File: config.mk
export PLATFORM = sky130hd
export DESIGN_NAME = cpuTop
export DESIGN_NICKNAME = d
export VERILOG_FILES = /design/src/design/ctrlPkg.sv /design/src/design/isaPkg.sv /design/src/design/cpuTop.sv /design/src/design/busDatapath.sv /design/src/design/aluUnit.sv /design/src/design/stepControl.sv /design/src/design/instrQueue.sv
export SDC_FILE = /design/constraint.sdc
export NUM_CORES = 2
export LEC_CHECK = 0
export ABC_CLOCK_PERIOD_IN_PS = 17310
export BUFFER_PORTS_ARGS = -buffer_cell sky130_fd_sc_hd__buf_2
export CAP_MARGIN = 20
export CORE_MARGIN = 2
export CORE_UTILIZATION = 50
export DETAILED_ROUTE_END_ITERATION = 6
export GPL_TIMING_DRIVEN = 1
export MAX_ROUTING_LAYER = met4
export PLACE_DENSITY = 0.69
export SETUP_SLACK_MARGIN = 0.1
export SYNTH_ARGS = -nofsm -noshare
export SYNTH_HDL_FRONTEND = slang
export SYNTH_HIERARCHICAL = 1
export SYNTH_SLANG_ARGS = --single-unit
File: constraint.sdc
create_clock -name clock -period 17.31 [get_ports clock]
set_input_delay 2.5965 -clock clock [delete_from_list [all_inputs] [get_ports clock]]
set_output_delay 2.5965 -clock clock [all_outputs]
set_load 0.02 [all_outputs]
File: src/design/ctrlPkg.sv
`default_nettype none

package ctrlPkg;

    // Control steps of the sequencer
    typedef enum logic [2:0] {
        stepIdle,          // Waiting for a queued instruction
        stepFetch,         // IR loads from queue head
        stepRbToY,         // Rb over the bus into Y
        stepExec,          // ALU result into Z
        stepWrite,         // Z into Ra, result offered
        stepWaitAck,       // Host has not taken the result yet
        stepWaitRelease    // Waiting for wbAck to fall
    } stepT;

    // Who drives the shared bus
    typedef enum logic [1:0] {
        busNone,   // Bus idles at zero
        busReg,    // Register selected by regSel
        busZ,      // Result latch
        busImm     // Sign-extended immediate from IR
    } busSrcT;

endpackage

`default_nettype wire

File: src/design/isaPkg.sv
`default_nettype none

package isaPkg;

    localparam int dataWidth = 32;  // Instruction words, registers and bus
    localparam int immWidth = 15;

    // Field positions inside an instruction word
    localparam int opLsb = 27;
    localparam int raLsb = 23;  // Destination
    localparam int rbLsb = 19;
    localparam int rcLsb = 15;

    typedef logic [3:0] regIndexT;  // R0 to R15

    // Gaps belong to memory, multiply/divide, branch and I/O instructions
    typedef enum logic [4:0] {
        opLdi = 5'b00001,
        opAdd = 5'b00011,
        opSub = 5'b00100,
        opShr = 5'b00101,
        opShra = 5'b00110,
        opShl = 5'b00111,
        opRor = 5'b01000,
        opRol = 5'b01001,
        opAnd = 5'b01010,
        opOr = 5'b01011,
        opNeg = 5'b10001,
        opNot = 5'b10010,
        opNop = 5'b11010
    } opcodeT;

    function automatic opcodeT fieldOp(input logic [dataWidth-1:0] word);
        return opcodeT'(word[opLsb +: $bits(opcodeT)]);
    endfunction

    function automatic regIndexT fieldReg(input logic [dataWidth-1:0] word, input int lsb);
        return regIndexT'(word[lsb +: $bits(regIndexT)]);
    endfunction

    // Immediate is sign extended to the full word
    function automatic logic [dataWidth-1:0] fieldImm(input logic [dataWidth-1:0] word);
        return {{(dataWidth - immWidth){word[immWidth-1]}}, word[immWidth-1:0]};
    endfunction

endpackage

`default_nettype wire
File: src/design/cpuTop.sv
`default_nettype none

module cpuTop #(
    parameter int queueDepth = 4
) (
    input  logic                          clock,
    input  logic                          arstN,
    input  logic                          instrReq,
    input  logic [isaPkg::dataWidth-1:0]  instrWord,
    input  logic                          wbAck,
    output logic                          instrAck,
    output logic                          wbReq,
    output isaPkg::regIndexT              wbReg,
    output logic [isaPkg::dataWidth-1:0]  wbData
);
    import isaPkg::*;
    import ctrlPkg::*;

    logic [dataWidth-1:0] headWord;
    logic queueEmpty;
    logic pop;
    busSrcT busSrc;
    regIndexT regSel;
    logic regWrite;
    logic yLoad;
    logic zLoad;
    opcodeT aluOp;
    logic [dataWidth-1:0] immValue;

    instrQueue #(
        .queueDepth (queueDepth)
    ) queue (
        .clock      (clock),
        .arstN      (arstN),
        .instrReq   (instrReq),
        .instrWord  (instrWord),
        .pop        (pop),
        .instrAck   (instrAck),
        .headWord   (headWord),
        .queueEmpty (queueEmpty)
    );

    stepControl sequencer (
        .clock      (clock),
        .arstN      (arstN),
        .headWord   (headWord),
        .queueEmpty (queueEmpty),
        .wbAck      (wbAck),
        .pop        (pop),
        .busSrc     (busSrc),
        .regSel     (regSel),
        .regWrite   (regWrite),
        .yLoad      (yLoad),
        .zLoad      (zLoad),
        .aluOp      (aluOp),
        .immValue   (immValue),
        .wbReq      (wbReq),
        .wbReg      (wbReg)
    );

    busDatapath datapath (
        .clock    (clock),
        .arstN    (arstN),
        .busSrc   (busSrc),
        .regSel   (regSel),
        .regWrite (regWrite),
        .yLoad    (yLoad),
        .zLoad    (zLoad),
        .aluOp    (aluOp),
        .immValue (immValue),
        .regWord  (wbData)  // Z latch drives the reported value
    );

endmodule

`default_nettype wire

File: src/design/busDatapath.sv
`default_nettype none

module busDatapath (
    input  logic                          clock,
    input  logic                          arstN,
    input  ctrlPkg::busSrcT               busSrc,
    input  isaPkg::regIndexT              regSel,
    input  logic                          regWrite,
    input  logic                          yLoad,
    input  logic                          zLoad,
    input  isaPkg::opcodeT                aluOp,
    input  logic [isaPkg::dataWidth-1:0]  immValue,
    output logic [isaPkg::dataWidth-1:0]  regWord
);
    import isaPkg::*;
    import ctrlPkg::*;

    localparam int numRegs = 2 ** $bits(regIndexT);

    logic [dataWidth-1:0] regFile [numRegs];
    logic [dataWidth-1:0] busValue;
    logic [dataWidth-1:0] yReg;
    logic [dataWidth-1:0] zReg;
    logic [dataWidth-1:0] aluResult;

    assign regWord = zReg;  // Result reported to the host

    // Single shared bus
    always_comb begin
        case (busSrc)
            busReg:  busValue = regFile[regSel];
            busZ:    busValue = zReg;
            busImm:  busValue = immValue;
            default: busValue = '0;
        endcase
    end

    always_ff @(posedge clock or negedge arstN) begin
        if (!arstN) begin
            for (int i = 0; i < numRegs; i++) begin
                regFile[i] <= '0;
            end
        end else if (regWrite) begin
            regFile[regSel] <= busValue;
        end
    end

    always_ff @(posedge clock) begin
        if (yLoad) yReg <= busValue;
        if (zLoad) zReg <= aluResult;
    end

    aluUnit alu (
        .aluOp    (aluOp),
        .yValue   (yReg),
        .busValue (busValue),
        .result   (aluResult)
    );

    // Sequencer never loads from an idle bus
    busDrivenOnLoad: assert property (@(posedge clock) disable iff (!arstN)
        (yLoad || zLoad || regWrite) |-> !$isunknown(busSrc) && (busSrc != busNone));

endmodule

`default_nettype wire

File: src/design/aluUnit.sv
`default_nettype none

module aluUnit (
    input  isaPkg::opcodeT                aluOp,
    input  logic [isaPkg::dataWidth-1:0]  yValue,
    input  logic [isaPkg::dataWidth-1:0]  busValue,
    output logic [isaPkg::dataWidth-1:0]  result
);
    import isaPkg::*;

    logic [4:0] shiftCount;
    logic [2*dataWidth-1:0] doubled;
    logic [2*dataWidth-1:0] rorWide;
    logic [2*dataWidth-1:0] rolWide;

    assign shiftCount = busValue[4:0];  // Rc[4:0]

    // Rotates come from a doubled copy of Y
    assign doubled = {yValue, yValue};
    assign rorWide = doubled >> shiftCount;
    assign rolWide = doubled << shiftCount;

    always_comb begin
        case (aluOp)
            opAdd:   result = yValue + busValue;
            opSub:   result = yValue - busValue;
            opAnd:   result = yValue & busValue;
            opOr:    result = yValue | busValue;
            opShr:   result = yValue >> shiftCount;
            opShra:  result = $signed(yValue) >>> shiftCount;
            opShl:   result = yValue << shiftCount;
            opRor:   result = rorWide[dataWidth-1:0];
            opRol:   result = rolWide[2*dataWidth-1:dataWidth];
            opNeg:   result = '0 - yValue;  // Y holds Rb
            opNot:   result = ~yValue;
            opLdi:   result = busValue;  // Immediate passes through
            default: result = '0;
        endcase
    end

endmodule

`default_nettype wire

File: src/design/stepControl.sv
`default_nettype none

module stepControl (
    input  logic                          clock,
    input  logic                          arstN,
    input  logic [isaPkg::dataWidth-1:0]  headWord,
    input  logic                          queueEmpty,
    input  logic                          wbAck,
    output logic                          pop,
    output ctrlPkg::busSrcT               busSrc,
    output isaPkg::regIndexT              regSel,
    output logic                          regWrite,
    output logic                          yLoad,
    output logic                          zLoad,
    output isaPkg::opcodeT                aluOp,
    output logic [isaPkg::dataWidth-1:0]  immValue,
    output logic                          wbReq,
    output isaPkg::regIndexT              wbReg
);
    import isaPkg::*;
    import ctrlPkg::*;

    stepT step;
    stepT stepNext;
    logic [dataWidth-1:0] ir;
    opcodeT irOp;

    assign irOp = fieldOp(ir);
    assign aluOp = irOp;
    assign immValue = fieldImm(ir);
    assign wbReg = fieldReg(ir, raLsb);

    assign pop = (step == stepFetch);
    assign wbReq = (step == stepWrite) || (step == stepWaitAck);

    always_ff @(posedge clock or negedge arstN) begin
        if (!arstN) begin
            ir <= '0;
        end else if (pop) begin
            ir <= headWord;  // Head is popped on this same edge
        end
    end

    always_ff @(posedge clock or negedge arstN) begin
        if (!arstN) step <= stepIdle;
        else        step <= stepNext;
    end

    always_comb begin
        stepNext = step;
        case (step)
            stepIdle: if (!queueEmpty) stepNext = stepFetch;
            stepFetch: begin
                // Decode straight from the head, IR is not loaded yet
                case (fieldOp(headWord))
                    opNop:   stepNext = stepIdle;
                    opLdi:   stepNext = stepExec;
                    default: stepNext = stepRbToY;
                endcase
            end
            stepRbToY: stepNext = stepExec;
            stepExec:  stepNext = stepWrite;
            stepWrite: stepNext = stepWaitAck;
            stepWaitAck: if (wbAck) stepNext = stepWaitRelease;
            stepWaitRelease: begin
                if (!wbAck) stepNext = queueEmpty ? stepIdle : stepFetch;
            end
            default: stepNext = stepIdle;
        endcase
    end

    // Bus source and latch enables for each step
    always_comb begin
        busSrc = busNone;
        regSel = fieldReg(ir, raLsb);
        regWrite = 1'b0;
        yLoad = 1'b0;
        zLoad = 1'b0;
        case (step)
            stepRbToY: begin
                busSrc = busReg;
                regSel = fieldReg(ir, rbLsb);
                yLoad = 1'b1;
            end
            stepExec: begin
                zLoad = 1'b1;
                if (irOp == opLdi) begin
                    busSrc = busImm;  // Passed through the ALU
                end else begin
                    busSrc = busReg;
                    regSel = fieldReg(ir, rcLsb);
                end
            end
            stepWrite: begin
                busSrc = busZ;
                regWrite = 1'b1;
            end
            default: ;
        endcase
    end

    // Host samples wbReg across the whole request
    wbRegStable: assert property (@(posedge clock) disable iff (!arstN)
        wbReq ##1 wbReq |-> $stable(wbReg));

    writeOnlyInWrite: assert property (@(posedge clock) disable iff (!arstN)
        regWrite |-> (step == stepWrite) && wbReq && (irOp != opNop));

endmodule

`default_nettype wire

File: src/design/instrQueue.sv
`default_nettype none

module instrQueue #(
    parameter int queueDepth = 4
) (
    input  logic                          clock,
    input  logic                          arstN,
    input  logic                          instrReq,
    input  logic [isaPkg::dataWidth-1:0]  instrWord,
    input  logic                          pop,
    output logic                          instrAck,
    output logic [isaPkg::dataWidth-1:0]  headWord,
    output logic                          queueEmpty
);
    import isaPkg::*;

    localparam int ptrWidth = (queueDepth > 1) ? $clog2(queueDepth) : 1;
    localparam int countWidth = $clog2(queueDepth + 1);

    typedef enum logic {
        acceptIdle,
        acceptHold   // Word stored, ack high until req drops
    } acceptStateT;

    acceptStateT acceptState;

    logic [dataWidth-1:0] mem [queueDepth];
    logic [ptrWidth-1:0] rdPtr;
    logic [ptrWidth-1:0] wrPtr;
    logic [countWidth-1:0] count;
    logic queueFull;
    logic push;

    assign queueEmpty = (count == '0);
    assign queueFull = (count == countWidth'(queueDepth));
    assign headWord = mem[rdPtr];
    assign instrAck = (acceptState == acceptHold);

    // One word per request, and only with room left
    assign push = (acceptState == acceptIdle) && instrReq && !queueFull;

    always_ff @(posedge clock or negedge arstN) begin
        if (!arstN) begin
            acceptState <= acceptIdle;
        end else begin
            case (acceptState)
                acceptIdle: if (push) acceptState <= acceptHold;
                acceptHold: if (!instrReq) acceptState <= acceptIdle;
                default:    acceptState <= acceptIdle;
            endcase
        end
    end

    always_ff @(posedge clock) begin
        if (push) mem[wrPtr] <= instrWord;
    end

    always_ff @(posedge clock or negedge arstN) begin
        if (!arstN) begin
            rdPtr <= '0;
            wrPtr <= '0;
            count <= '0;
        end else begin
            if (push) begin
                wrPtr <= (wrPtr == ptrWidth'(queueDepth - 1)) ? '0 : wrPtr + 1'b1;
            end
            if (pop) begin
                rdPtr <= (rdPtr == ptrWidth'(queueDepth - 1)) ? '0 : rdPtr + 1'b1;
            end
            case ({push, pop})
                2'b10:   count <= count + 1'b1;
                2'b01:   count <= count - 1'b1;
                default: count <= count;  // Both or neither
            endcase
        end
    end

    // Sequencer must only fetch what is there
    noPopWhenEmpty: assert property (@(posedge clock) disable iff (!arstN)
        pop |-> !queueEmpty);

    countInRange: assert property (@(posedge clock) disable iff (!arstN)
        count <= countWidth'(queueDepth));

endmodule

`default_nettype wire

### Yosys cells after proc, flatten, opt, wreduce, memory -nomap -nowiden

Memory sizes are Yosys's and may differ from the RTL's.
Index checks and enable logic that the tools add are counted.

* register bits after elaboration: 619
* memory bits (writable): 128
* bits of input ports: 36
* output and inout port bits: 38
* logic and storage cells: 112
* memories: 1

Memories
* queue.mem: depth 4, bits a word 32, rd ports 1, clocked after memory_dff 0, write ports 1, RTL line instrQueue.sv:27 `logic [dataWidth-1:0] mem [queueDepth];`

* $add $sub $neg: 7
* order comparisons: 2
* equality and inequality tests: 31
* shift-type cells: 5
* multiplexer cells: 28
* bitwise gates (word level): 5
* reduce and logical (&&, ||, !) cells: 9

Operators by type and width (number)
* $bwmux W512: 1
* $pmux W32 S12: 1
* $bmux W32 S4: 1
* $demux W32 S4: 1
* $mux W32: 3
* $pmux W32 S3: 1
* $shl A64 B5 Y64: 1
* $shr A64 B5 Y32: 1
* $add A32 B32 Y32: 1
* $and A32 B32 Y32: 1
* $not A32 Y32: 1
* $or A32 B32 Y32: 1
* $shl A32 B5 Y32: 1
* $shr A32 B5 Y32: 1
* $sshr A32 B5 Y32: 1
* $sub A1 B32 Y32 const A: 1
* $sub A32 B32 Y32: 1
* $pmux W3 S7: 1
* $eq A5 B3 Y1 const B: 4
* $eq A5 B4 Y1 const B: 4
* $eq A5 B5 Y1 const B: 3
* $eq A3 B3 Y1 const B: 4
* $eq A2 B2 Y1 const B: 5
* $eq A5 B1 Y1 const B: 2
* other kinds (27): 45

### Depth between registers and ports, before layout

* depth after elaboration: 10
* depth in mapped cells: 36
* mapped depth without buffers: 26

### By module

The synthesis kept the hierarchy.

By module, submodules not included
* busDatapath: times used 1, cells each 2310, area an instance 25145.4 um^2, seq. area each 14734.1 um^2
* aluUnit: times used 1, cells each 1303, area an instance 9078.7 um^2, seq. area each 0.0 um^2
* instrQueue: times used 1, cells each 209, area an instance 5089.9 um^2, seq. area each 4043.9 um^2
* stepControl: times used 1, cells each 157, area an instance 2070.7 um^2, seq. area each 875.8 um^2

### Worst setup path before layout

No wires, ideal clock.

* path kind: flip-flop to flip-flop
* start point: reg sequencer.ir[28]
* end point: reg datapath.zReg[27], in the netlist datapath/regWord[27] (data pin)
* library setup time: 0.280 ns
* data arrival time: 6.386 ns
* required time: 17.030 ns
* slack: 10.644 ns
* cell stages (with the launch flop): 29
* path buffers: 8
* period minus slack after synthesis: 6.666 ns
* path through: dfrtp_1 > or4_4 > nor3b_2 > nor3_1 > buf_4 > buf_12 > buf_8 > buf_6 > buf_8 > mux2i_1 > a221oi_2 > nand3_2 > nor2_1 > buf_2 > buf_4 > buf_2 > inv_1 > ha_1 > a21oi_1 > xnor2_1 > ha_1 > a21o_1 > a31o_2 > o21a_1 > a211oi_1 > o21ai_0 > a211oi_1 > o21a_1 > o211ai_1

* longest elaborated chain between the ends: 10
* elaborated cells between the ends (all ways): 34
* those cells by class: add/sub (2); eq/ne (15); shift (5); mux (9); bitwise (3)

Ends and longest elaborated chain
* start: declaration: RTL line stepControl.sv:25 `logic [dataWidth-1:0] ir;`
* start signal: assignment: RTL line stepControl.sv:40 `ir <= headWord;`
* $eq A5 B1 Y1 *: RTL line stepControl.sv:87 `if (irOp == opLdi) begin`
* $mux W4 *: RTL line stepControl.sv:87
* $pmux W4 S2 *: RTL line stepControl.sv:79 `case (step)`
* net regSel[0]: RTL line cpuTop.sv:23 `regIndexT regSel;`
* $not A4 Y5 (not written as such) *: RTL line busDatapath.sv:31 `busReg: busValue = regFile[regSel];`
* $bmux W32 S4 *: RTL line busDatapath.sv:31
* $mux W32 (not written as such) * (2 in series): RTL line busDatapath.sv:31
* $pmux W32 S3 *: RTL line busDatapath.sv:30 `case (busSrc)`
* net datapath.busValue[0]: RTL line busDatapath.sv:21 `logic [dataWidth-1:0] busValue;`
* $sub A32 B32 Y32, or another cell as far along: RTL line aluUnit.sv:26 `opSub: result = yValue - busValue;`
* $pmux W32 S12 *: RTL line aluUnit.sv:24 `case (aluOp)`
* net datapath.aluResult[27]: RTL line busDatapath.sv:24 `logic [dataWidth-1:0] aluResult;`
* end signal: assignment: RTL line busDatapath.sv:50 `if (zLoad) zReg <= aluResult;`
* end: declaration: RTL line busDatapath.sv:23 `logic [dataWidth-1:0] zReg;`

Mark *: on every way through the listed nets, which the timed path passes. The rest lies on a longest branch. The select of a mux whose other input is x is not followed.
A chain may end at the register's enable or synchronous reset.

### Worst setup path after layout

* start point: reg sequencer.ir[30]
* end point: reg datapath.zReg[29], in the netlist datapath/regWord[29] (data pin)

Same word-level chain as after synthesis.

==> results.yml <==
worst_hold_path:
  hold_path_class: "register to register"
  worstHoldStart: "datapath/regFile[153]$_DFFE_PN0P_"
yosys:
  yosys.area_share.simple_pct: 12.5
  muxShareOfSynthArea_pct: 15.9
  synth-main-ff-cell: "dfrtp_1"
  yosys.cell_types.count: 98
  synth_top_family_by_area: "compound AO/OA/AOI/OAI gates"
  syn_inst: 3979
  synth_area_leader_cell: "dfrtp_1"
  synth.area.top_cells: "dfrtp_1 (34%), edfxtp_1 (14%), mux4_2 (8.5%)"
  synth-edff-count: 192
  async_flop_share_pct: 74.3
  synth-xor-area-share_pct: 1.57
  yosys.area_share.adder_pct: 1.37
  synth_compound_area_share_pct: 16.5
  synth.ff_latch_count: 747
  syn_area_mm2: 0.0414
  synth_nets: 4059
  yosysWarnings: 6
  ys_seq_area_share_pct: 47.5
  avgSynthCellArea_um2: 10.4
  synth_top_area_share_pct: 33.6
clocking:
  cts_buffers: 79
  clock_latency_ps: 650
  cts.htree.levels: 3
  cts_sinks: 747
  ctsHoldBuffers: 0
  path_clk_slew_ps: 60
  cts_resized: 0
  cts_tree: "done"
  cts_max_path_buffers: 3
  root_buffer: "clkbuf_16"
  postCtsSetupBuffers: 0
outcome:
  violations: "design-rule violations"
  status: "complete, but fails checks"
setup_path:
  crit_required_ps: 17680
  end_kind: "register"
  rr_startpoint: "sequencer/ir[30]$_DFFE_PN0P_"
  cp_max_fo: 52
  cp-start-kind: "register"
  critical_path_class: "register to register"
  crit_arrival_ps: 9190
  worstSetupStartpoint: "sequencer/ir[30]$_DFFE_PN0P_"
grt:
  antenna_found_initial: 5
  busiest_layer: "met2"
  grt_use_met1_pct: 43.2
  grt_usage_pct: 30.9
  grt_pass1_wl_um: 196000
  overflow: 0
  grt_pass1_vias: 30513
  met3_usage_pct: 6.44
  grt_max_degree: 171
  met2_usage_pct: 44.5
layout:
  drive_above_1_share_pct: 17.3
  multi_input_area_mm2: 0.0200
  seq_area_mm2: 0.0197
  n_fill_cell: 7201
  syn_to_final_growth_pct: 8.32
  final_nets: 3929
drt:
  routedWlPerCell_um: 25.6
  postRouteAntennaNets: 0
  firstDrtPassIters: 7
  vias_per_cell: 6.34
  vias: 31624
  drt_wl_total_um: 128000
  drt_iter0_markers: 3612
  drc_errors: 3
sta:
  min_period_over_period_pct: 51.0
  tightest_slew_ps: 1120
  clock.fmax_ghz: 0.113
  rsz0062_at_grt: "false"
  finalCriticalPeriod_ps: 8820
  slew_violations: 0
  setup_viol: 0
  finClkSkew_ps: 26.4
  tns_ps: 0
  hold_viol_final: 0
  relSlewSlack_pct: 24.4
floorplanning:
  core_area_mm2: 0.0820
  dieArea_mm2: 0.0851
  die_y_um: 292
  fp-row-count: 105
  die_x_um: 292
  io_pins: 74
  initial_core_util_pct: 50.5
placement:
  gp_congestion: 1.05
  dpl.hpwl_um: 85500
  io_buffers: 73
job:
  max_cap_viol_count: 0
[path summary, 6_finish.rpt]
path                                                     end  slack, ps  cells after the start
max in group asynchronous  datapath/regFile[411]$_DFFE_PN0P_      12310                      4
min reg2reg                datapath/regFile[153]$_DFFE_PN0P_        470                      2
min in group asynchronous  datapath/regFile[361]$_DFFE_PN0P_       1940                      1
min                        datapath/regFile[153]$_DFFE_PN0P_        470                      2
max reg2reg                   datapath/regWord[29]$_DFFE_PP_       8490                     26
max                           datapath/regWord[29]$_DFFE_PP_       8490                     26
[cell families after synthesis]
kind of cell	Yosys count
xor gates and xnor gates	74
buffers and inverters	416
DFF	747
AOI/OAI and AO/OA	1110
muxes	439
adders and majority gates	44
and+or+nand+nor	1149
[critical path: stages (launching register included)]
cell and delay [ps]:
dfrtp_1 560, nand2b_4 240, nor4_2 530, nor4b_1 150
nor3_2 320, buf_4 460, buf_4 600, and4b_1 320
buf_4 450, nand2_1 120, nand3_2 210, nor2_4 40
buf_4 300, inv_1 120, buf_4 480, nand3_1 310
nand3b_1 410, o41ai_1 390, xor2_1 200, ha_1 340
a21oi_1 220, a21boi_0 240, nor2b_1 150, o21ai_0 170
a211oi_1 730, o21a_1 290, o211ai_1 120
[metrics by stage]
step / hold WS [ps] / setup slack, ps / area, um2 / std cells / util (%)
after floorplan: 445 / 10640 / 41400 / 3979 / -
after global placement: 456 / 8640 / 42100 / 4838 / 51.4
after detailed placement: 465 / 8650 / 42100 / 4838 / 51.4
after CTS: 479 / 8590 / 44800 / 4983 / 54.7
after global routing: 492 / 7900 / 44800 / 4986 / 54.7
final: 473 / 8490 / 44800 / 4986 / 54.7
[cell type report]
| class | instances | share of cell area [%] |
|---|---|---|
| Multi-Input combinational cell | 2816 | 44.5 |
| Clock buffer | 111 | 5.02 |
| Inverter | 60 | 0.508 |
| Antenna cell | 3 | 0.0167 |
| Timing Repair Buffer | 145 | 2.13 |
| Sequential cell | 747 | 43.8 |
| Tap cell | 1070 | 2.99 |
| Clock inverter | 34 | 0.971 |
[layer usage]
layer | wire length [um] | part of all wire (%)
met2 | 56100 | 44
met4 | 5270 | 4.1
met3 | 11900 | 9.3
met1 | 54500 | 43
met5 | 0 | 0
[synthesized netlist by cell type (23+ instances only)]
master and instances:
mux2i_1 182, xor2_1 46, ha_1 42, a22oi_1 39
nand3_1 38, mux2_4 31, a21o_1 24, nor3_1 44
a21oi_1 163, o2111ai_1 23, inv_1 59, mux2_2 66
dfrtp_1 555, o21ai_0 406, o21ai_2 32, edfxtp_1 192
buf_2 37, a221oi_2 31, mux4_2 157, o22ai_1 29
clkbuf_1 232, buf_4 52, xnor2_1 28, nor2_1 235
o21ai_1 192, nand2_1 644, o211ai_1 35
[cell usage in the layout, fill, tap and decap left out, types with 14 or more instances in the layout]
master,netlist,layout
a211oi_1,18,17
a21o_1,24,24
a21oi_1,163,163
a221oi_1,14,14
a221oi_2,31,31
a22oi_1,39,39
buf_2,37,72
buf_4,52,69
clkbuf_1,232,18
clkbuf_16,0,80
dfrtp_1,555,554
edfxtp_1,192,192
ha_1,42,42
inv_1,59,59
mux2_2,66,66
mux2_4,31,31
mux2i_1,182,182
mux4_2,157,157
nand2_1,644,632
nand2b_1,19,19
nand3_1,38,34
nand3_2,22,26
nor2_1,235,230
nor2b_1,18,17
nor3_1,44,38
nor4_1,14,14
o2111ai_1,23,23
o211ai_1,35,35
o21ai_0,406,405
o21ai_1,192,193
o21ai_2,32,32
o22ai_1,29,29
xnor2_1,28,28
xor2_1,46,46
[registers in the layout, indices dropped and copies added, names as in the netlist]
signal,flops
queue/instrAck,1
queue/mem,128
queue/count,3
datapath/yReg,32
queue/rdPtr,2
datapath/regWord,32
sequencer/step,3
queue/wrPtr,2
sequencer/ir,32
datapath/regFile,512
Power is not shown: default switching activity piles up to over one toggle a cycle in this logic, so the estimate is an artifact.
